==> src/mem2p_cfg.svh <==
`ifndef MEM2P_CFG_SVH
`define MEM2P_CFG_SVH

// data word and bank geometry.
`define MEM2P_WIDTH     16
`define MEM2P_NUM_VBNK  4
`define MEM2P_BIT_VBNK  2

// one physical bank more than virtual banks, so every row has a free slot.
`define MEM2P_NUM_PBNK  (`MEM2P_NUM_VBNK + 1)
`define MEM2P_BIT_PBNK  3

`define MEM2P_NUM_ROWS  64
`define MEM2P_BIT_ROW   6

// port address is the row in the upper bits and the virtual bank in the lower bits.
`define MEM2P_BIT_ADDR  (`MEM2P_BIT_ROW + `MEM2P_BIT_VBNK)

`endif

==> src/mem2p_pkg.sv <==
`default_nettype none

`include "mem2p_cfg.svh"

package mem2p_pkg;

  typedef logic [`MEM2P_WIDTH-1:0]    data_t;
  typedef logic [`MEM2P_BIT_ADDR-1:0] addr_t;
  typedef logic [`MEM2P_BIT_ROW-1:0]  row_t;
  typedef logic [`MEM2P_BIT_VBNK-1:0] vbnk_t;
  typedef logic [`MEM2P_BIT_PBNK-1:0] pbnk_t;

  // map table bring-up state.
  typedef enum logic {
    INIT_RUN,
    INIT_DONE
  } init_state_t;

endpackage

`default_nettype wire

==> src/read_return.sv <==
`default_nettype none

`include "mem2p_cfg.svh"

module read_return
  import mem2p_pkg::*;
(
  input  wire                                clk,
  input  wire                                rst_n,
  input  wire  [1:0]                         iss_vld,
  input  wire  pbnk_t [1:0]                  iss_pbnk,
  input  wire  data_t [`MEM2P_NUM_PBNK-1:0]  bk_dout,
  output logic [1:0]                         rd_vld,
  output data_t [1:0]                        rd_dout
);

  logic [1:0]  sel_vld;
  pbnk_t [1:0] sel_pbnk;

  // per-port valid pipe, the bank read stage then the output stage.
  always_ff @(posedge clk or negedge rst_n) begin
    if (!rst_n) begin
      sel_vld <= '0;
      rd_vld  <= '0;
    end else begin
      sel_vld <= iss_vld;
      rd_vld  <= sel_vld;
    end
  end

  // each port has its own select, so both can return in one cycle.
  always_ff @(posedge clk) begin
    for (int p = 0; p < 2; p++) begin
      if (iss_vld[p]) begin
        sel_pbnk[p] <= iss_pbnk[p];
      end
      if (sel_vld[p]) begin
        rd_dout[p] <= bk_dout[sel_pbnk[p]];  // bank dout is valid one cycle after issue.
      end
    end
  end

endmodule

`default_nettype wire

==> config.mk <==
export PLATFORM = sky130hd
export DESIGN_NAME = read_return
export DESIGN_NICKNAME = d
export VERILOG_FILES = /design/src/mem2p_pkg.sv /design/src/read_return.sv
export VERILOG_INCLUDE_DIRS = /design/src /design/src/src
export SDC_FILE = /design/constraint.sdc
export NUM_CORES = 1
export LEC_CHECK = 0
export BUFFER_PORTS_ARGS = -buffer_cell sky130_fd_sc_hd__buf_4
export CAP_MARGIN = 15
export CORE_MARGIN = 4
export CORE_UTILIZATION = 42
export CTS_CLUSTER_DIAMETER = 120
export DETAILED_ROUTE_END_ITERATION = 6
export PLACE_DENSITY = 0.84
export SLEW_MARGIN = 20
export SYNTH_ARGS = -nofsm -noshare
export SYNTH_HDL_FRONTEND = slang
export SYNTH_SLANG_ARGS = --single-unit
==> constraint.sdc <==
create_clock -name clk -period 1.54 [get_ports clk]
set_input_delay 0.154 -clock clk [delete_from_list [all_inputs] [get_ports clk]]
set_output_delay 0.154 -clock clk [all_outputs]
set_load 0.1 [all_outputs]
==> results of run 1 <==
-- path summary, 6_finish.rpt --
path / cells past startpoint / startpoint / slack, ps / to
max: 3 / sel_pbnk[5] / 50 / rd_dout[20]
min: 1 / iss_pbnk[0] / 40 / sel_pbnk[0]
max reg2reg: 3 / sel_pbnk[5] / 50 / rd_dout[20]
min reg2reg: 0 / sel_vld[1] / 380 / rd_vld[1]
max in group asynchronous: 2 / rst_n / 1260 / sel_vld[0]
min in group asynchronous: 2 / rst_n / 180 / rd_vld[1]
-- what timing repair did --
| item | in CTS | in global routing |
|---|---|---|
| hold endpoints to repair | 5 | 1 |
| hold buffers | 2 | 1 |
| resized for setup | 0 | 1 |
| setup endpoints to repair | 0 | 3 |
-- worst max-delay path: stages (launching register included) --
cell and delay (ps):
sky130_fd_sc_hd__edfxtp_1 370, sky130_fd_sc_hd__buf_4 210, sky130_fd_sc_hd__mux2_2 350, sky130_fd_sc_hd__a221o_1 320
-- state kept, by name, indices dropped and copies added (netlist names) --
signal and cells:
rd_dout 32, sel_pbnk 6, rd_vld 2, sel_vld 2
-- per-layer routing --
layer  track usage, %  vias to the layer above  share of wire [%]
met1             24.8                     1085                 39
met4             7.08                        0                1.6
met3             5.04                       12                6.7
li1                 -                     1057                  -
met2             38.1                      109                 53
met5                0                        -                  0
-- final cells by class --
cell class                 count  area, um2
fill                         467       2140
tap                           75       93.8
sequential                    42       1240
timing repair buffer         149       1150
clock buffer                   7       86.3
clock inverter                 1       5.00
multi-input combinational    138       1200
-- placed cells by master (no fill, tap or decap), drive strengths merged, types with 2 or more instances in the layout --
cell type and count:
mux2i 48, dfrtp 4, edfxtp 38, buf 146
nor2 15, nand2 6, clkbuf 7, a221o 14
or2 2, mux2 16, o22ai 14, nand2b 2
dlygate4sd3 3, o211ai 2, nor3b 2, a21o 13
-- kinds of logic after synthesis --
group / Yosys count / synth area share, %
AND/OR/NAND/NOR: 28 / 5.65
AO/OA/AOI/OAI: 46 / 14.2
flip-flops: 42 / 48.3
buffers and inverters: 17 / 4.92
multiplexers: 64 / 26.9
-- stage by stage --
| stage | hold slack [ps] | instances | power (mW) | area [um2] | utilization [%] |
|---|---|---|---|---|---|
| after CTS | 4.70 | 411 | 3.71 | 3770 | 63.6 |
| after floorplan | -142 | 197 | 2.49 | 2570 | - |
| after global placement | -49.3 | 401 | 2.94 | 3660 | 61.7 |
| final | 37.6 | 412 | 3.70 | 3780 | 63.9 |
| after detailed placement | -47.3 | 401 | 2.96 | 3660 | 61.7 |
| after global routing | 20.4 | 412 | 3.82 | 3780 | 63.9 |
-- cell usage after synthesis, drive strengths merged --
library cell	count	area, um2
o211ai	2	15.0
nor4bb	1	10.0
nor3b	2	31.3
buf	14	110
a21o	13	97.6
o22ai	14	87.6
nand2b	2	12.5
clkbuf	3	16.3
o221ai	1	8.76
or2	2	12.5
nor2	15	56.3
mux2	16	210
o32a	1	10.0
mux2i	48	480
edfxtp	38	1140
dfrtp	4	100
a221o	14	140
nand2	6	22.5
o21ai	1	5.00
-- power by group through the flow --
stage	registers (mW)	clock network [mW]	logic, mW
floorplan	2.08	0	0.415
global placement	1.44	0	1.50
detailed placement	1.44	0	1.52
CTS	1.42	0.757	1.53
global route	1.43	0.793	1.60
finish	1.42	0.749	1.53
==> impl_metrics.csv, run 1 <==
group,metric,value,unit
status,run_status,"finished, final reports clean",
synthesis,postSynthAreaPerCell,13.0,um2
synthesis,yosys_register_bits,42,
placement,post-dp-hpwl,6.12,mm
layout,number_of_antenna_repair_diodes,0,
timing,fin_crit,1490,ps
power_and_ir_drop,clk_pwr_share,20.2,%
global_route,grt_usage,21.2,%
power_and_ir_drop,p_comb_share,41.5,%
timing,fmax,670,MHz
worst_setup_path,worst_ep_required_time,1590,ps
clock_network,cts_buffer_depth,2,
layout,layout_nets,426,
floorplanning,num_rows,28,
synthesis,syn_area,2570,um2
floorplanning,design.core.area,5920,um2
floorplanning,pin_count,124,
power_and_ir_drop,vdd.ir_drop.worst,0.493,mV
timing,setup-violations-final,0,
power_and_ir_drop,power.density_cell_area,978,nW/um2
route,vias,2263,
timing,relSlewSlack,80.7,%
power_and_ir_drop,p_int,2.28,mW
worst_setup_path,worst_setup_path_end_kind,"register",
worst_setup_path,startpoint_type,"register",
placement,portBuffers,123,
global_route,grt_start_max_net_pins,17,
floorplanning,fp.dieArea,7430,um2
worst_setup_path,critPathKind,"reg2reg",
layout,layout-area-overhead-vs-synth,47.3,%
power_and_ir_drop,total_switching_power,1.42,mW
clock_network,root_buffer,"sky130_fd_sc_hd__clkbuf_8",
floorplanning,starting_density,43.4,%
power_and_ir_drop,power_switching_share,38.3,%
synthesis,ys.warnings.count,0,
timing,final.setup_skew,7.04,ps
layout,post_route_cells_drive_above_1_share,51.0,%
placement,dp_slack,33.5,ps
global_route,wire_length_of_the_first_global_routing_pass,12.2,mm
synthesis,synth_fp_nets,287,
flow_run,max_cap_violations,0,
clock_network,clk_latency,290,ps
timing,finalWorstSetupSlack,47.9,ps
clock_network,ctsHtreeMaxLevel,2,
timing,slew_violations,0,
floorplanning,die_height,86.2,um
clock_network,cts_sink_count,42,
route,route.detailed.wl_per_inst,19.2,um
route,via_per_inst,5.49,
clock_network,tritoncts_clock_tree,"yes",
synthesis,post_synth_inst_count,197,
timing,grt_setup_unrepaired,"no",
worst_setup_path,largest_fanout_on_the_critical_path,8,
synthesis,yosysUniqueCellTypes,27,
timing,setup-tns-final,0,ps
hold_path,hp-class,"in2reg",
global_route,vias_in_the_first_global_route,2513,
power_and_ir_drop,sequentialPowerShare,38.3,%
timing,max_slew.worst_pin.slew,292,ps
placement,gp_routability_congestion,0.782,
timing,timing.final.crit_share,96.9,%
route,drt_first_pass_iters,4,
clock_network,cts_inserted_buffers,5,
synthesis,seq_area_frac_synth,48.3,%
global_route,initial_antenna_violation_count,0,
route,detail_route.wirelength,7.93,mm
route,drt-initial-drc-count,160,
floorplanning,die_w,86.2,um
route,ant_nets,0,
global_route,globalRoute.totalOverflow,0,
worst_setup_path,worst_ep_arrival_time,1540,ps
route,count_of_unresolved_drc_violations_after_routing,0,
clock_network,post-cts-setup-buffers,0,
timing,report.final.hold_viol_count,0,
power_and_ir_drop,leakage,1.83,nW
clock_network,clk_transition_reported_paths,90,ps
Power figures use the tool's default switching activity.
==> run 2: changes to the inputs <==
Settings changed: PLACE_DENSITY 0.84 to not set, PLACE_DENSITY_LB_ADDON set to 0.3, SLEW_MARGIN 20 to not set.
==> run 2 against run 1 <==
  * Final cell count grew 0.73%
  * Worst hold slack improved by 0.68 ps
  * Sequential power is essentially flat
  * Worst setup slack worse by 2.4 ps
==> impl_metrics.csv, run 2 (synthesized netlist as in run 1, its figures left out) <==
group,metric,value,unit
layout,most_common_cell_after_layout_fill_and_taps_aside,"sky130_fd_sc_hd__buf_4",
route,drt_first_pass_iters,4,
route,detail_route.wirelength,7.65,mm
flow_run,max_cap_violations,0,
worst_setup_path,worst_setup_path_end_kind,"register",
route,via_per_inst,5.48,
worst_setup_path,largest_fanout_on_the_critical_path,13,
worst_setup_path,cp_slowest_stage_delay,400,ps
timing,fin_crit,1490,ps
layout,biggestRegsByFlops,"rd_dout: 32 flops, sel_pbnk: 6 flops",
timing,finalHoldWorstSlack,38.2,ps
worst_setup_path,cp.buffers_inverters,1,
global_route,grt_start_max_net_pins,22,
route,count_of_unresolved_drc_violations_after_routing,0,
timing,final.setup_skew,4.08,ps
global_route,grt_usage,20.1,%
route,drt-initial-drc-count,102,
layout,layout.cells.most_common_list,"sky130_fd_sc_hd__buf_4 (145), sky130_fd_sc_hd__mux2i_1 (48), sky130_fd_sc_hd__edfxtp_1 (38)",
route,ant_nets,0,
clock_network,cts_sink_count,42,
route,vias,2276,
layout,post_route_cells_drive_above_1_share,51.8,%
placement,placed_cells,404,
timing,max_slew.worst_pin.slew,436,ps
power_and_ir_drop,leakage,1.85,nW
floorplanning,num_rows,28,
layout,number_of_antenna_repair_diodes,0,
clock_network,root_buffer,"sky130_fd_sc_hd__clkbuf_8",
layout,layout-area-overhead-vs-synth,49.1,%
worst_setup_path,path_delay_family,"flip-flops",
floorplanning,starting_density,43.4,%
clock_network,post-cts-setup-buffers,0,
layout,instances_no_fill,415,
clock_network,clk_transition_reported_paths,70,ps
worst_setup_path,critPathKind,"reg2reg",
global_route,initial_antenna_violation_count,0,
timing,fmax,669,MHz
placement,gp_routability_congestion,0.909,
clock_network,cts_buffer_depth,2,
global_route,wire_length_of_the_first_global_routing_pass,11.5,mm
floorplanning,die_w,86.2,um
worst_setup_path,startpoint_type,"register",
clock_network,cts_inserted_buffers,5,
floorplanning,die_height,86.2,um
layout,final_area,3830,um2
global_route,globalRoute.totalOverflow,0,
timing,report.final.hold_viol_count,0,
floorplanning,fp.dieArea,7430,um2
worst_setup_path,worst_ep_arrival_time,1530,ps
clock_network,ctsHtreeMaxLevel,2,
clock_network,clk_latency,290,ps
placement,portBuffers,123,
placement,postPlaceCellArea,3700,um2
route,route.detailed.wl_per_inst,18.4,um
worst_setup_path,worstPathCellList,"buf_12 > mux2_2 > a221o_1",
layout,largest_register_ffs,32,
clock_network,tritoncts_clock_tree,"yes",
floorplanning,pin_count,124,
power_and_ir_drop,power.density_cell_area,964,nW/um2
worst_setup_path,critical-path-slowest-cell,"sky130_fd_sc_hd__edfxtp_1",
timing,slew_violations,0,
timing,timing.final.crit_share,97.0,%
timing,setup-violations-final,0,
layout,max_flop_register,"rd_dout",
global_route,vias_in_the_first_global_route,2307,
worst_setup_path,worst_ep_required_time,1580,ps
status,run_status,"finished, final reports clean",
placement,post-dp-hpwl,6.11,mm
floorplanning,design.core.area,5920,um2
hold_path,hp-class,"in2reg",
power_and_ir_drop,vdd.ir_drop.worst,0.572,mV
timing,relSlewSlack,71.0,%
power_and_ir_drop,totalPowerFinal,3.69,mW
layout,layout_nets,429,
timing,grt_setup_unrepaired,"yes",
-- run 2: cell count changes in the layout (fill, tap and decap cells not counted) --
cell	delta
sky130_fd_sc_hd__buf_12	+2
sky130_fd_sc_hd__buf_4	+2
sky130_fd_sc_hd__buf_6	-1
sky130_fd_sc_hd__nand2b_1	-1
sky130_fd_sc_hd__nand2b_2	+1
-- run 2: area by class of cell --
class                   instances  area [um2]
flip-flops and latches         42        1240
multi-input cells             138        1200
clock buffers                   7        86.3
fillers                       469        2090
well taps                      75        93.8
clock inverters                 1        5.00
repair buffers                152        1200
-- run 2: routing by layer --
metal | GRT usage (%) | routed length [um] | up-vias
li1 | - | - | 1063
met1 | 23.2 | 2830 | 1091
met2 | 37.6 | 4150 | 115
met3 | 4.75 | 591 | 7
met4 | 4.67 | 78 | 0
met5 | 0 | 0 | -
-- run 2: metrics by stage --
stage          setup TNS, ps  setup WS, ps  util (%)
6_report                   0          45.5      64.6
5_1_grt                -42.6         -12.4      64.6
4_1_cts                    0          38.2      64.3
3_5_place_dp               0          34.1      62.6
3_3_place_gp               0          82.4      62.6
2_1_floorplan              0          48.0         -
-- run 2: path summary, 6_finish.rpt --
kind                             start          end  slack, ps  cells past startpoint
setup reg to reg           sel_pbnk[5]  rd_dout[20]         50                      3
hold / removal             iss_pbnk[1]  sel_pbnk[1]         40                      1
hold reg to reg             sel_vld[1]    rd_vld[1]        610                      1
min in group asynchronous        rst_n    rd_vld[0]        200                      2
max in group asynchronous        rst_n    rd_vld[1]       1240                      2
setup / recovery           sel_pbnk[5]  rd_dout[20]         50                      3
-- run 2: worst register-to-register path, cell delays in order (launching register included) --
cell	delay [ps]
sky130_fd_sc_hd__edfxtp_1	400
sky130_fd_sc_hd__buf_12	170
sky130_fd_sc_hd__mux2_2	350
sky130_fd_sc_hd__a221o_1	320
-- run 2: report_power, final --
part           leakage (nW)  internal (mW)  switching (mW)
registers             0.429           1.38          0.0496
logic                  1.38          0.555           0.982
clock network        0.0482          0.362           0.364
-- run 2: timing repair --
| item | CTS | global route |
|---|---|---|
| hold buffers | 1 | 2 |
| hold endpoints to repair | 4 | 2 |
| resized for setup | 0 | 1 |
| setup endpoints to repair | 0 | 8 |
==> run 3: changes to the inputs <==
--- a/config.mk
+++ b/config.mk
@@ -9,5 +9,5 @@
 export BUFFER_PORTS_ARGS = -buffer_cell sky130_fd_sc_hd__buf_4
 export CAP_MARGIN = 15
-export CORE_MARGIN = 4
+export CORE_MARGIN = 5
 export CORE_UTILIZATION = 42
 export CTS_CLUSTER_DIAMETER = 120
==> constraint.sdc (replaced) <==
create_clock -name clk -period 1.54 [get_ports clk]
set_input_delay 0 -clock clk [delete_from_list [all_inputs] [get_ports clk]]
set_output_delay 0 -clock clk [all_outputs]
set_load 0.1 [all_outputs]
==> run 3 against run 2 <==
  * Utilization increased by 2.8 points
  * Clock power fell by 4.0%
  * Design area grew 4.3%
  * Sequential share of layout area shrank 1.3 points
  * Clock skew grew 9.2 ps
  * Critical endpoint is now rd_dout[31]
  * Largest cell class is now non-clock buffers
==> impl_metrics.csv, run 3 (synthesized netlist as in run 1, its figures left out) <==
group,metric,value,unit
global_route,wire_length_of_the_first_global_routing_pass,11.8,mm
layout,biggestRegsByFlops,"rd_dout: 32 flops, sel_pbnk: 6 flops",
placement,placed_cells,403,
floorplanning,design.core.area,5920,um2
worst_setup_path,cp.buffers_inverters,1,
layout,instances_no_fill,432,
route,drt-initial-drc-count,76,
global_route,globalRoute.totalOverflow,0,
timing,final.setup_skew,13.3,ps
timing,setup-tns-final,0,ps
floorplanning,die_w,88.2,um
timing,max_slew.worst_pin.slew,309,ps
placement,portBuffers,123,
placement,post-dp-hpwl,6.12,mm
clock_network,tritoncts_clock_tree,"yes",
floorplanning,starting_density,43.4,%
timing,fmax,667,MHz
global_route,vias_in_the_first_global_route,2506,
layout,layout-area-overhead-vs-synth,55.5,%
layout,post_route_cells_drive_above_1_share,48.7,%
worst_setup_path,largest_fanout_on_the_critical_path,13,
hold_path,hp-class,"in2reg",
route,detail_route.wirelength,7.91,mm
clock_network,clk_latency,300,ps
global_route,grt_start_max_net_pins,18,
clock_network,clk_transition_reported_paths,90,ps
layout,max_flop_register,"rd_dout",
clock_network,ctsHtreeMaxLevel,2,
floorplanning,pin_count,124,
global_route,grt_usage,20.3,%
clock_network,cts_inserted_buffers,5,
timing,slew_violations,0,
clock_network,cts_buffer_depth,2,
worst_setup_path,worst_ep_required_time,1590,ps
floorplanning,fp.dieArea,7780,um2
worst_setup_path,rrSetupSlack,40,ps
floorplanning,die_height,88.2,um
placement,dp_slack,40.3,ps
worst_setup_path,startpoint_type,"register",
route,drt_first_pass_iters,5,
worst_setup_path,worst_ep_arrival_time,1550,ps
power_and_ir_drop,leakage,1.92,nW
clock_network,post-cts-setup-buffers,0,
layout,layout_nets,446,
route,via_per_inst,5.41,
layout,layout.cells.most_common_list,"sky130_fd_sc_hd__buf_4 (144), sky130_fd_sc_hd__mux2i_1 (48), sky130_fd_sc_hd__edfxtp_1 (38)",
worst_setup_path,worstPathCellList,"buf_12 > mux2_2 > a221o_1",
flow_run,max_cap_violations,0,
route,vias,2339,
layout,largest_register_ffs,32,
power_and_ir_drop,vdd.ir_drop.worst,0.582,mV
timing,finalWorstSetupSlack,40.5,ps
clock_network,cts_sink_count,42,
timing,report.final.hold_viol_count,0,
global_route,initial_antenna_violation_count,0,
route,route.detailed.wl_per_inst,18.3,um
timing,grt_setup_unrepaired,"no",
timing,fin_crit,1500,ps
timing,timing.final.crit_share,97.4,%
worst_setup_path,critPathKind,"reg2reg",
layout,most_common_cell_after_layout_fill_and_taps_aside,"sky130_fd_sc_hd__buf_4",
layout,number_of_antenna_repair_diodes,0,
floorplanning,num_rows,28,
power_and_ir_drop,power.density_cell_area,924,nW/um2
worst_setup_path,worst_setup_path_end_kind,"register",
status,run_status,"finished, final reports clean",
timing,setup-violations-final,0,
worst_setup_path,cp_slowest_stage_delay,420,ps
worst_setup_path,critical-path-slowest-cell,"sky130_fd_sc_hd__edfxtp_1",
timing,relSlewSlack,79.4,%
placement,gp_routability_congestion,0.774,
worst_setup_path,path_delay_family,"flip-flops",
clock_network,root_buffer,"sky130_fd_sc_hd__clkbuf_8",
route,count_of_unresolved_drc_violations_after_routing,0,
power_and_ir_drop,totalPowerFinal,3.69,mW
route,ant_nets,0,
[run 3: cell types whose count changed in the layout (fill, tap and decap cells not counted)]
| cell | previous run | this run |
|---|---|---|
| sky130_fd_sc_hd__mux2_2 | 8 | 7 |
| sky130_fd_sc_hd__buf_4 | 145 | 144 |
| sky130_fd_sc_hd__clkbuf_8 | 6 | 5 |
| sky130_fd_sc_hd__mux2_4 | 8 | 9 |
| sky130_fd_sc_hd__nand2b_1 | 1 | 2 |
| sky130_fd_sc_hd__nand2b_2 | 1 | 0 |
| sky130_fd_sc_hd__dlygate4sd3_1 | 3 | 21 |
| sky130_fd_sc_hd__clkinv_2 | 1 | 2 |
[run 3: final timing paths]
check	start	to	cells past startpoint
min	bk_dout[77]	rd_dout[13]	3
min reg2reg	sel_vld[1]	rd_vld[1]	1
max	sel_pbnk[5]	rd_dout[31]	3
max reg2reg	sel_pbnk[5]	rd_dout[31]	3
min in group asynchronous	rst_n	sel_vld[0]	2
max in group asynchronous	rst_n	rd_vld[0]	2
[run 3: worst reg2reg max path, stage by stage (launching register included)]
cell and delay (ps):
sky130_fd_sc_hd__edfxtp_1 420, sky130_fd_sc_hd__buf_12 180, sky130_fd_sc_hd__mux2_2 350, sky130_fd_sc_hd__a221o_1 310
[run 3: layer usage]
layer | track usage [%] | up-vias | routed length [um]
li1 | - | 1094 | -
met1 | 23.9 | 1124 | 2930
met2 | 36.8 | 106 | 4240
met3 | 3.86 | 15 | 597
met4 | 6.59 | 0 | 142
met5 | 0 | - | 0
[run 3: power by group]
group | internal (mW) | switching (mW) | total (mW)
combinational | 0.585 | 0.987 | 1.57
clock | 0.315 | 0.381 | 0.696
sequential | 1.38 | 0.0445 | 1.42
total | 2.28 | 1.41 | 3.69
[run 3: cell type report]
cell class / count / area (um2)
clock buffer: 6 / 72.6
multi-input combinational: 138 / 1200
sequential: 42 / 1240
fill: 459 / 1930
clock inverter: 2 / 10.0
timing repair buffer: 169 / 1370
tap: 75 / 93.8
[run 3: per-stage QoR]
stage / hold WS [ps] / util (%) / area [um2]
after floorplan: -296 / - / 2570
after global placement: -202 / 62.4 / 3700
after detailed placement: -201 / 62.4 / 3700
after CTS: 0.971 / 67.4 / 3990
after global routing: 0.638 / 67.4 / 3990
final: 1.98 / 67.4 / 3990
[run 3: repair_timing]
item / 4_1_cts / 5_1_grt
endpoints found under the setup margin: 0 / 1
resized for setup: 0 / 1
endpoints found under the hold margin: 30 / 0
hold buffers: 21 / 0
