## config.mk

```make
export PLATFORM = sky130hd
export DESIGN_NAME = port_scheduler
export DESIGN_NICKNAME = d
export VERILOG_FILES = /design/src/mem2p_pkg.sv /design/src/port_scheduler.sv
export VERILOG_INCLUDE_DIRS = /design/src /design/src/src
export SDC_FILE = /design/constraint.sdc
export NUM_CORES = 1
export LEC_CHECK = 0
export ABC_AREA = 1
export BUFFER_PORTS_ARGS = -buffer_cell sky130_fd_sc_hd__buf_4
export CAP_MARGIN = 30
export CORE_ASPECT_RATIO = 0.6
export CORE_MARGIN = 5
export CORE_UTILIZATION = 42
export DETAILED_ROUTE_END_ITERATION = 16
export PLACE_DENSITY = 0.88
export RECOVER_POWER = 100
export SYNTH_ARGS = -nofsm -noshare
export SYNTH_HDL_FRONTEND = slang
export SYNTH_SLANG_ARGS = --single-unit
```

## constraint.sdc

```tcl
create_clock -name clk -period 4.9 [get_ports clk]
set_input_delay 0.245 -clock clk [delete_from_list [all_inputs] [get_ports clk]]
set_output_delay 0.245 -clock clk [all_outputs]
set_load 0.02 [all_outputs]
```

## src/mem2p_cfg.svh

```systemverilog
`ifndef MEM2P_CFG_SVH
`define MEM2P_CFG_SVH

// data word and bank geometry.
`define MEM2P_WIDTH     16
`define MEM2P_NUM_VBNK  4
`define MEM2P_BIT_VBNK  2

// one physical bank more than virtual banks, so every row has a free slot.
`define MEM2P_NUM_PBNK  (`MEM2P_NUM_VBNK + 1)
`define MEM2P_BIT_PBNK  3

`define MEM2P_NUM_ROWS  64
`define MEM2P_BIT_ROW   6

// port address is the row in the upper bits and the virtual bank in the lower bits.
`define MEM2P_BIT_ADDR  (`MEM2P_BIT_ROW + `MEM2P_BIT_VBNK)

`endif

```

## src/mem2p_pkg.sv

```systemverilog
`default_nettype none

`include "mem2p_cfg.svh"

package mem2p_pkg;

  typedef logic [`MEM2P_WIDTH-1:0]    data_t;
  typedef logic [`MEM2P_BIT_ADDR-1:0] addr_t;
  typedef logic [`MEM2P_BIT_ROW-1:0]  row_t;
  typedef logic [`MEM2P_BIT_VBNK-1:0] vbnk_t;
  typedef logic [`MEM2P_BIT_PBNK-1:0] pbnk_t;

  // map table bring-up state.
  typedef enum logic {
    INIT_RUN,
    INIT_DONE
  } init_state_t;

endpackage

`default_nettype wire

```

## src/port_scheduler.sv

```systemverilog
`default_nettype none

`include "mem2p_cfg.svh"

module port_scheduler
  import mem2p_pkg::*;
(
  input  wire                                clk,
  input  wire                                rst_n,
  input  wire                                ready,
  input  wire  [1:0]                         rw_read,
  input  wire  [1:0]                         rw_write,
  input  wire  addr_t [1:0]                  rw_addr,
  input  wire  data_t [1:0]                  rw_din,
  output row_t  [1:0]                        lk_row,
  output vbnk_t [1:0]                        lk_vbnk,
  input  wire  pbnk_t [1:0]                  lk_pbnk,
  input  wire  pbnk_t [1:0]                  lk_free,
  output logic                               remap,
  output row_t                               remap_row,
  output vbnk_t                              remap_vbnk,
  output pbnk_t                              remap_pbnk,
  output logic  [`MEM2P_NUM_PBNK-1:0]        bk_read,
  output logic  [`MEM2P_NUM_PBNK-1:0]        bk_write,
  output row_t  [`MEM2P_NUM_PBNK-1:0]        bk_row,
  output data_t [`MEM2P_NUM_PBNK-1:0]        bk_din,
  output logic  [1:0]                        iss_vld,
  output pbnk_t [1:0]                        iss_pbnk,
  output logic                               stall
);

  logic        accept;
  logic [1:0]  req_rd;
  logic [1:0]  req_wr;
  logic [1:0]  req_any;
  row_t [1:0]  req_row;
  vbnk_t [1:0] req_vbnk;
  logic        collide;
  logic        p0_remap;
  logic        p1_remap;
  logic        p1_defer;
  logic        p0_go;
  logic        p1_go;
  logic        p1_rd;
  pbnk_t       p0_pbnk;
  pbnk_t       p1_pbnk;
  logic        defer_vld;
  row_t        defer_row;
  vbnk_t       defer_vbnk;

  assign stall  = defer_vld;
  assign accept = ready && !defer_vld;  // nothing new is taken while the deferred read runs.

  assign req_rd  = rw_read & {2{accept}};
  assign req_wr  = rw_write & {2{accept}};
  assign req_any = req_rd | req_wr;

  always_comb begin
    for (int p = 0; p < 2; p++) begin
      req_row[p]  = rw_addr[p][`MEM2P_BIT_ADDR-1:`MEM2P_BIT_VBNK];
      req_vbnk[p] = rw_addr[p][`MEM2P_BIT_VBNK-1:0];
    end
  end

  // port 1 looks up the deferred read in the stall cycle.
  always_comb begin
    lk_row[0]  = req_row[0];
    lk_vbnk[0] = req_vbnk[0];
    lk_row[1]  = defer_vld ? defer_row : req_row[1];
    lk_vbnk[1] = defer_vld ? defer_vbnk : req_vbnk[1];
  end

  assign collide = req_any[0] && req_any[1] && (lk_pbnk[0] == lk_pbnk[1]);

  // A port 1 write moves to its row's free bank. A port 0 write against a port 1
  // read moves instead, which lets the read see the old word in the same cycle.
  assign p1_remap = collide && req_wr[1];
  assign p0_remap = collide && req_wr[0] && req_rd[1];
  assign p1_defer = collide && req_rd[0] && req_rd[1];  // two reads on one bank.

  assign p0_pbnk = p0_remap ? lk_free[0] : lk_pbnk[0];
  assign p1_pbnk = p1_remap ? lk_free[1] : lk_pbnk[1];

  assign p0_go = req_any[0];
  assign p1_go = defer_vld || (req_any[1] && !p1_defer);
  assign p1_rd = defer_vld || req_rd[1];

  // at most one remap per cycle, the two cases exclude each other.
  always_comb begin
    remap      = p0_remap || p1_remap;
    remap_row  = p1_remap ? lk_row[1] : lk_row[0];
    remap_vbnk = p1_remap ? lk_vbnk[1] : lk_vbnk[0];
    remap_pbnk = p1_remap ? lk_free[1] : lk_free[0];
  end

  // after steering the two ports never share a bank.
  always_comb begin
    for (int b = 0; b < `MEM2P_NUM_PBNK; b++) begin
      bk_read[b]  = 1'b0;
      bk_write[b] = 1'b0;
      bk_row[b]   = lk_row[0];
      bk_din[b]   = rw_din[0];
      if (p0_go && (p0_pbnk == pbnk_t'(b))) begin
        bk_read[b]  = req_rd[0];
        bk_write[b] = req_wr[0];
      end
      if (p1_go && (p1_pbnk == pbnk_t'(b))) begin
        bk_read[b]  = p1_rd;
        bk_write[b] = req_wr[1];
        bk_row[b]   = lk_row[1];
        bk_din[b]   = rw_din[1];
      end
    end
  end

  always_comb begin
    iss_vld[0]  = req_rd[0];
    iss_vld[1]  = p1_go && p1_rd;
    iss_pbnk[0] = p0_pbnk;
    iss_pbnk[1] = p1_pbnk;
  end

  // one-entry deferral, it always drains in the following cycle.
  always_ff @(posedge clk or negedge rst_n) begin
    if (!rst_n) begin
      defer_vld <= 1'b0;
    end else begin
      defer_vld <= p1_defer;
    end
  end

  always_ff @(posedge clk) begin
    if (p1_defer) begin
      defer_row  <= req_row[1];
      defer_vbnk <= req_vbnk[1];
    end
  end

endmodule

`default_nettype wire

```

==> results of run 1 <==
-- flip-flops by register name, summed over array words and instances, names as in the netlist --
| name | count |
|---|---|
| defer_row | 6 |
| defer_vbnk | 2 |
| stall | 1 |
-- cell families (layout without fill, tap and decap cells) --
logic type	Yosys count	count (layout)	share of synthesized area
flip-flops	9	9	0.104
AO/OA/AOI/OAI	121	121	0.262
AND/OR/NAND/NOR	258	258	0.465
buffers and inverters	78	274	0.170
-- critical path, stage by stage (launching register included) --
cell,delay (ps)
dfrtp_1,510
inv_1,320
nand2_1,220
nor2_8,220
nand4_1,340
buf_4,320
nand2_1,90
nand2_1,160
nor2_8,230
nand2_2,470
o21ai_0,500
buf_4,220
-- worst paths after layout --
| check | startpoint | slack [ps] | endpoint |
|---|---|---|---|
| setup / recovery | stall | 830 | bk_din[11] |
| hold / removal | rw_addr[10] | 230 | defer_row[0] |
| setup reg to reg | stall | 2920 | defer_row[4] |
| hold reg to reg | stall | 1320 | stall |
| max in group asynchronous | rst_n | 4470 | stall |
| min in group asynchronous | rst_n | 350 | stall |
-- layout by cell type (no fill, tap or decap) --
cell type      Yosys  layout
nand2_2            5       7
dfrtp_1            1       1
dlygate4sd3_1      0       1
edfxtp_1           8       8
nand4_1            6       6
buf_4             15     152
clkbuf_4           0       5
inv_1             39      40
nand4_2            3       3
nor2_8             2       2
clkbuf_1           1      68
o21ai_0            8      87
nand3_1           20      22
inv_2              6       5
clkbuf_8           0       3
nand2_4            7       2
nor2_1            13      13
a21oi_1            0       1
nor2_4             5       5
nand2_1          195     198
o21ai_1           99      20
o21ai_2           13      13
-- per-layer routing --
metal  track usage  vias to the layer above
met5             0                        -
met4        0.0642                        0
met3        0.0597                       20
met2         0.445                      200
met1         0.337                     1709
li1              -                     1894
-- report_power, final --
part / internal, mW / switching [mW] / leakage [nW] / total, mW
clock network: 0.0565 / 0.0274 / 0.0228 / 0.0840
registers: 0.0840 / 0.0000774 / 0.0859 / 0.0840
logic: 0.147 / 0.258 / 2.11 / 0.405
-- timing repair --
action,in CTS,in global routing
endpoints found under the hold margin,1,0
hold buffers,1,0
gates resized for setup,0,0
-- stage by stage --
stage                     power [mW]  area [um^2]
after floorplan                0.328         2540
after global placement         0.521         4070
after detailed placement       0.525         4070
after CTS                      0.611         4120
after global routing           0.611         3820
final                          0.573         3820
-- cell type report --
cell class,instances,area (um^2),share of cell area
multi-input combinational,379,1790,0.470
timing repair buffer,225,1440,0.377
sequential,9,265,0.0695
inverter,45,169,0.0442
tap,84,105,0.0275
clock buffer,4,45.0,0.0118
==> out/metrics.cfg, run 1 <==
[layout]
fin_cells = 746
area_growth_pct = 50.0
fin_nets = 730
fill_cells = 637
n_antenna_cell = 0
drive_above_1_share = 0.298
fin_util = 0.636

[logic_synthesis]
yosys-top-cells-count = nand2_1, o21ai_1, inv_1
synthTopCellsByArea = nand2_1, o21ai_1, edfxtp_1, inv_1, o21ai_2
ys_types = 23
syn-num-nets = 533
synth_top_area_cell = nand2_1
synthCells = 466
synth-async-reset-ratio = 0.111
yosysSeqAreaShare = 0.104
synth-main-ff-cell = edfxtp_1
ys_warn_count = 0
synth_top_cell_area_share = 0.288
synth_enable_flop_cells = 8
syn_area_um2 = 2540
yosys.cell_count.top_type = nand2_1
avgSynthCellArea_um2 = 5.46
synth_seq_cells = 9

[placed_design]
place_ws_ps = 1370
dpl.cell_count = 741
port_buffers = 223
hpwl_um = 8940
place.gp.congestion = 0.969

[sta]
fin_skew_ps = 4.09
rsz0062_at_grt = no
worst_slew_pin_slew_ps = 1010
slew_viol_final = 0
fin_ws_ps = 826
finalCritPeriodShare = 0.832
finalHoldViolCount = 0
relSlewSlack = 0.324
post-route-min-period_ps = 4070
setup_viol = 0
fmax_mhz = 245
hold-worst-slack_ps = 225
setup_tns_ps = 0

[setup_path]
cp.arrival_ps = 3830
crit_required_ps = 4660
reg2reg_depth = 5
crit_fanout = 46
critPathKind = reg2out
worst_setup_path_end_kind = primary output
start_kind = register

[grt]
overflow = 0
antenna_found_initial = 0
grt_use_total = 0.262
grt_pass1_vias = 3364
grt_pass1_wl_um = 17300
grt_start_max_net_pins = 48

[cts]
cts-root-buf = clkbuf_8
path_clk_slew_ps = 50
cts_tree = built
htreeDepth = 1
clock_path_buffers = 2
cts_buffers = 3
clock-sinks = 9
postCtsSetupRepairBufs = 0
clk_latency_ps = 230

[power]
ir_worst_vdd_mv = 0.150
p_per_area_nw_per_um2 = 150
p_leak_nw = 2.22

[worst_hold_path]
hold_path.class = in2reg
min_path_cells = 1

[routing]
wl_met2_um = 5270
wl_per_cell_um = 14.9
wl_met1_um = 4610
drt_iter0_drc = 286
vias_per_cell = 5.12
dr.pass1.iters = 7
ant_nets = 0
drc = 0
vias = 3823
wl_met3_um = 971
maxUsedRoutingLayer = met4
wl_um = 11100

[die]
io_pins = 224
die_x_um = 110
initial_core_util = 0.424
dieArea_um2 = 7770
coreArea_um2 = 6000
chipHeight_um = 70.3
rows = 22

[job]
cap_violations = 0

[status]
status = completed

Power figures use the tool's default switching activity.
==> run 2, diff against run 1 <==
--- a/config.mk
+++ b/config.mk
@@ -6,14 +6,14 @@
 export SDC_FILE = /design/constraint.sdc
 export NUM_CORES = 1
 export LEC_CHECK = 0
-export ABC_AREA = 1
+export ABC_AREA = 0
 export BUFFER_PORTS_ARGS = -buffer_cell sky130_fd_sc_hd__buf_4
 export CAP_MARGIN = 30
 export CORE_ASPECT_RATIO = 0.6
 export CORE_MARGIN = 5
-export CORE_UTILIZATION = 42
+export CORE_UTILIZATION = 38
 export DETAILED_ROUTE_END_ITERATION = 16
-export PLACE_DENSITY = 0.88
+export PLACE_DENSITY = 0.82
 export RECOVER_POWER = 100
 export SYNTH_ARGS = -nofsm -noshare
 export SYNTH_HDL_FRONTEND = slang
==> constraint.sdc (replaced) <==
create_clock -name clk -period 3.8 [get_ports clk]
set_input_delay 0.19 -clock clk [delete_from_list [all_inputs] [get_ports clk]]
set_output_delay 0.19 -clock clk [all_outputs]
set_load 0.02 [all_outputs]
==> out/metrics.cfg, run 2 <==
[logic_synthesis]
synth_compound_area_frac = 0.0351  ; -0.226
ys_warn_count = 0  ; unchanged
yosys.cell_count.top_type = mux2_2
avgSynthCellArea_um2 = 10.2  ; +87%
syn-num-nets = 304  ; -43%
yosysSeqAreaShare = 0.109  ; +0.00522
synth_top_area_cell = mux2_2
synth_enable_flop_cells = 8  ; unchanged
syn_area_um2 = 2420  ; -4.8%
synth_seq_cells = 9  ; unchanged
synthMuxAreaShare = 0.666  ; +0.666
synth_top_family_by_area = multiplexers
synth_top_cell_area_share = 0.604  ; +0.316
synthTopCellsByArea = mux2_2, edfxtp_1, mux2i_1, buf_4, nand2_1
synth-main-ff-cell = edfxtp_1
synth_xor_area_frac = 0.0108  ; +0.0108
synth-async-reset-ratio = 0.111  ; unchanged
yosys-top-cells-count = mux2_2, mux2i_1, buf_4
synthCells = 237  ; -49%
synthAdderAreaFrac = 0  ; unchanged
ys_types = 36  ; +57%
yosys.area_share.simple = 0.106  ; -0.358

[cts]
cts_tree = built
path_clk_slew_ps = 40  ; about the same
holdBufCountCts = 1  ; unchanged
clock_path_buffers = 2  ; unchanged
clock-sinks = 9  ; unchanged
cts-root-buf = clkbuf_8
htreeDepth = 1  ; unchanged
clk_latency_ps = 230  ; about the same
postCtsSetupRepairBufs = 0  ; unchanged
cts_resized = 0  ; unchanged
cts_buffers = 3  ; unchanged

[die]
coreArea_um2 = 6170  ; +2.8%
dieArea_um2 = 8130  ; +4.6%
rows = 22  ; unchanged
die_x_um = 113  ; +2.4%
initial_core_util = 0.393  ; -0.0310
io_pins = 224  ; unchanged
chipHeight_um = 71.9  ; +2.2%

[sta]
finalHoldViolCount = 0  ; unchanged
setup_tns_ps = 0  ; unchanged
rsz0062_at_grt = no
fin_skew_ps = 0.915  ; -3.18 ps
slew_viol_final = 0  ; unchanged
finalCritPeriodShare = 0.921
worst_slew_pin_slew_ps = 819  ; -192 ps
fmax_mhz = 286
post-route-min-period_ps = 3500
setup_viol = 0  ; unchanged
relSlewSlack = 0.454  ; +0.130

[placed_design]
hpwl_um = 8000  ; -11%
place.gp.congestion = 0.937  ; -3.3%
dpl.cell_count = 532  ; -28%
port_buffers = 223  ; unchanged

[layout]
mostFrequentLayoutCell = clkbuf_1
fin_nets = 521  ; -29%
registers.top_by_ff_count = defer_row
drive_above_1_share = 0.510  ; +0.212
final_cell_mix = clkbuf_1, mux2_2, buf_4
largest_register_ffs = 6  ; unchanged
area_growth_pct = 52.5
fin_cells = 537  ; -28%
n_antenna_cell = 0  ; unchanged

[setup_path]
r2r_slack_ps = 2050  ; -870 ps
crit_fanout = 15  ; -67%
endpoint = bk_din[12]
cp.arrival_ps = 3310  ; -520 ps
r2r_start = stall
critPathKind = reg2out
start_kind = register
reg2reg_depth = 4  ; -1
startpoint = stall
worst_setup_path_end_kind = primary output
crit_required_ps = 3610  ; -1050 ps
r2r-end = defer_row[4]

[job]
cap_violations = 0  ; unchanged

[routing]
vias_per_cell = 5.20  ; +1.4%
maxUsedRoutingLayer = met4
wl_um = 9780  ; -12%
wl_met1_um = 4240  ; -8.1%
drt_iter0_drc = 106  ; -63%
vias = 2791  ; -27%
ant_nets = 0  ; unchanged
wl_met2_um = 4810  ; -8.7%
wl_per_cell_um = 18.2  ; +22%
dr.pass1.iters = 4  ; -3
drc = 0  ; unchanged
wl_met3_um = 705  ; -27%

[grt]
grt_pass1_vias = 2844  ; -15%
grt_start_max_net_pins = 25  ; -48%
grt_pass1_wl_um = 14800  ; -14%
grt_use_total = 0.219  ; -0.0432
antenna_found_initial = 0  ; unchanged
overflow = 0  ; unchanged

[power]
p_leak_nw = 1.46  ; -34%
p_per_area_nw_per_um2 = 189  ; +26%
ir_worst_vdd_mv = 0.0990  ; -34%
power_uw = 698  ; +22%

[worst_hold_path]
hold_path.class = in2reg
min_path_cells = 1  ; unchanged

[status]
status = completed

-- run 2: kinds of logic (layout without fill, tap and decap cells) --
kind of cell / Yosys count / after routing
flops: 9 / 9
xor+xnor: 3 / 3
mux: 145 / 145
simple gates: 42 / 42
buf+inv: 27 / 243
compound gates: 11 / 11
-- run 2: worst max-delay path, stage by stage (launching register included) --
cell      delay (ps)
dfrtp_1          380
nor2b_1          120
buf_4            170
and2_0           200
nand2_2          280
or3_1            470
a21oi_1          210
clkbuf_1         640
mux2_2           420
clkbuf_1         180
-- run 2: worst min-delay path by stage --
stage | from | end
2_1_floorplan | rst_n | stall
3_3_place_gp | rst_n | stall
3_5_place_dp | rst_n | stall
4_1_cts | rw_addr[10] | defer_row[0]
5_1_grt | rw_addr[9] | defer_vbnk[1]
6_report | rw_addr[9] | defer_vbnk[1]
-- run 2: report_power, final --
group / switching, mW / internal (mW)
combinational: 0.292 / 0.188
sequential: 0.000274 / 0.109
clock: 0.0351 / 0.0728
-- run 2: through the flow --
stage / setup slack [ps] / instance area [um^2] / hold WS [ps] / util
2_1_floorplan: 1210 / 2420 / -106 / -
3_3_place_gp: 851 / 4160 / -34.4 / 0.675
3_5_place_dp: 812 / 4160 / -33.2 / 0.675
4_1_cts: 566 / 4220 / 139 / 0.684
5_1_grt: 184 / 3690 / 157 / 0.599
6_report: 301 / 3690 / 167 / 0.599
-- run 2: final cells by class --
type                       count  area [um^2]
fill                         638         2470
inverter                       4         15.0
timing repair buffer         235         1270
tap                           84          105
sequential                     9          265
clock buffer                   4         45.0
multi-input combinational    201         2000
-- run 2: per-layer routing --
layer  GRT usage  up-vias
met5           0        -
met4      0.0227        0
met3      0.0312        4
met2       0.404      133
met1       0.280     1329
li1            -     1325
==> run 3, diff against run 2 <==
--- a/config.mk
+++ b/config.mk
@@ -9,11 +9,14 @@
 export ABC_AREA = 0
 export BUFFER_PORTS_ARGS = -buffer_cell sky130_fd_sc_hd__buf_4
 export CAP_MARGIN = 30
+export CELL_PAD_IN_SITES_DETAIL_PLACEMENT = 0
+export CELL_PAD_IN_SITES_GLOBAL_PLACEMENT = 1
 export CORE_ASPECT_RATIO = 0.6
 export CORE_MARGIN = 5
-export CORE_UTILIZATION = 38
+export CORE_UTILIZATION = 26
 export DETAILED_ROUTE_END_ITERATION = 16
-export PLACE_DENSITY = 0.82
+export HOLD_SLACK_MARGIN = 0.15
+export PLACE_DENSITY_LB_ADDON = 0.1
 export RECOVER_POWER = 100
 export SYNTH_ARGS = -nofsm -noshare
 export SYNTH_HDL_FRONTEND = slang
==> out/metrics.cfg, run 3 (same netlist as run 2, synthesis figures left out) <==
[layout]
mostFrequentLayoutCell = clkbuf_1
area_growth_pct = 58.0
fin_nets = 527  ; +1.2%
n_antenna_cell = 0  ; unchanged
drive_above_1_share = 0.492  ; -0.0176
largest_register_ffs = 6  ; unchanged
final_cell_mix = clkbuf_1, mux2_2, buf_4
fin_cells = 575  ; +7.1%
registers.top_by_ff_count = defer_row

[grt]
grt_start_max_net_pins = 23  ; -8.0%
grt_use_total = 0.174  ; -0.0452
gr-usage-met1 = 0.215  ; -0.0648
gr-usage-met2 = 0.313  ; -0.0908
overflow = 0  ; unchanged
met3_usage = 0.0401  ; +0.00890
grt_pass1_wl_um = 16100  ; +8.4%
antenna_found_initial = 0  ; unchanged
grt_pass1_vias = 2888  ; +1.5%
busiest_layer = met2

[setup_path]
critPathKind = reg2out
crit_required_ps = 3610  ; about the same
worst_setup_path_end_kind = primary output
crit_fanout = 19  ; +4
cp.arrival_ps = 3220  ; -90 ps
r2r_slack_ps = 2000  ; -50 ps
r2r_start = stall
reg2reg_depth = 4  ; unchanged
r2r-end = defer_row[4]
start_kind = register

[cts]
clock_path_buffers = 2  ; unchanged
htreeDepth = 1  ; unchanged
cts-root-buf = clkbuf_16
holdBufCountCts = 9  ; +8
postCtsSetupRepairBufs = 0  ; unchanged
cts_buffers = 3  ; unchanged
clk_latency_ps = 240  ; about the same
cts_tree = built
clock-sinks = 9  ; unchanged
path_clk_slew_ps = 40  ; about the same
cts_resized = 0  ; unchanged

[die]
dieArea_um2 = 11400  ; +40%
io_pins = 224  ; unchanged
chipHeight_um = 84.8  ; +18%
rows = 27  ; +23%
initial_core_util = 0.266  ; -0.127
coreArea_um2 = 9120  ; +48%
die_x_um = 135  ; +19%

[sta]
setup_viol = 0  ; unchanged
relSlewSlack = 0.437  ; -0.0175
setup_tns_ps = 0  ; unchanged
post-route-min-period_ps = 3410  ; -92.0 ps
slew_viol_final = 0  ; unchanged
finalHoldViolCount = 0  ; unchanged
finalCritPeriodShare = 0.897  ; -0.0242
fin_skew_ps = 6.01  ; +5.10 ps
worst_slew_pin_slew_ps = 842  ; +23.1 ps
fmax_mhz = 294  ; +2.7%
rsz0062_at_grt = no

[job]
cap_violations = 0  ; unchanged

[worst_hold_path]
hold_path.class = in2async

[status]
status = completed

[routing]
vias = 2793  ; +0.072%
drt_iter0_drc = 55  ; -48%
dr.pass1.iters = 5  ; +1
wl_per_cell_um = 18.8  ; +3.3%
vias_per_cell = 4.86  ; -6.5%
drc = 0  ; unchanged
wl_um = 10800  ; +11%
ant_nets = 0  ; unchanged

[power]
p_leak_nw = 1.48  ; +1.7%
ir_worst_vdd_mv = 0.142  ; +43%
p_per_area_nw_per_um2 = 205  ; +8.7%

[placed_design]
place.gp.congestion = 0.793  ; -15%
port_buffers = 223  ; unchanged
dpl.cell_count = 562  ; +5.6%
hpwl_um = 8500  ; +6.3%

-- run 3: worst max-delay path: stages, from the launching register on --
cell,delay [ps]
dfrtp_1,370
nor2b_1,100
buf_4,170
and2_0,160
nand2_1,230
or3_1,430
a221oi_2,700
buf_12,260
mux2_2,350
clkbuf_1,190
-- run 3: layout make-up --
class	instances	area, um^2
Fill cell	1019	5290
Multi-Input combinational cell	201	1980
Timing Repair Buffer	241	1350
Sequential cell	9	265
Tap cell	116	145
Clock buffer	4	78.8
Inverter	4	15.0
-- run 3: how the worst max path moves through the flow --
stage,startpoint,to,slack (ps),cells past startpoint
floorplan,stall,bk_read[0],1210,6
global placement,ready,bk_din[20],860,11
detailed placement,lk_pbnk[5],bk_row[10],840,10
CTS,stall,bk_din[20],620,10
global route,stall,bk_row[26],220,9
finish,stall,bk_row[26],390,9
-- run 3: routing by layer --
metal	vias up	wire length (um)	share of wire
met2	129	5350	0.49
met3	2	830	0.077
li1	1345	-	-
met1	1317	4600	0.43
met5	-	0	0
met4	0	34	0.0031
-- run 3: per-stage QoR --
stage	cell area (um^2)	setup WS [ps]	power (mW)	hold WS (ps)	utilization
after CTS	4390	617	0.877	260	0.481
final	3830	393	0.786	281	0.420
after detailed placement	4220	841	0.677	-32.2	0.463
after floorplan	2420	1210	0.410	-106	-
after global routing	3830	216	0.831	306	0.420
after global placement	4220	856	0.678	-33.6	0.463
-- run 3: power breakdown --
group          switching (mW)  internal (mW)  total (mW)
Combinational           0.294          0.194       0.488
Sequential           0.000270          0.109       0.110
Clock                  0.0476          0.140       0.188
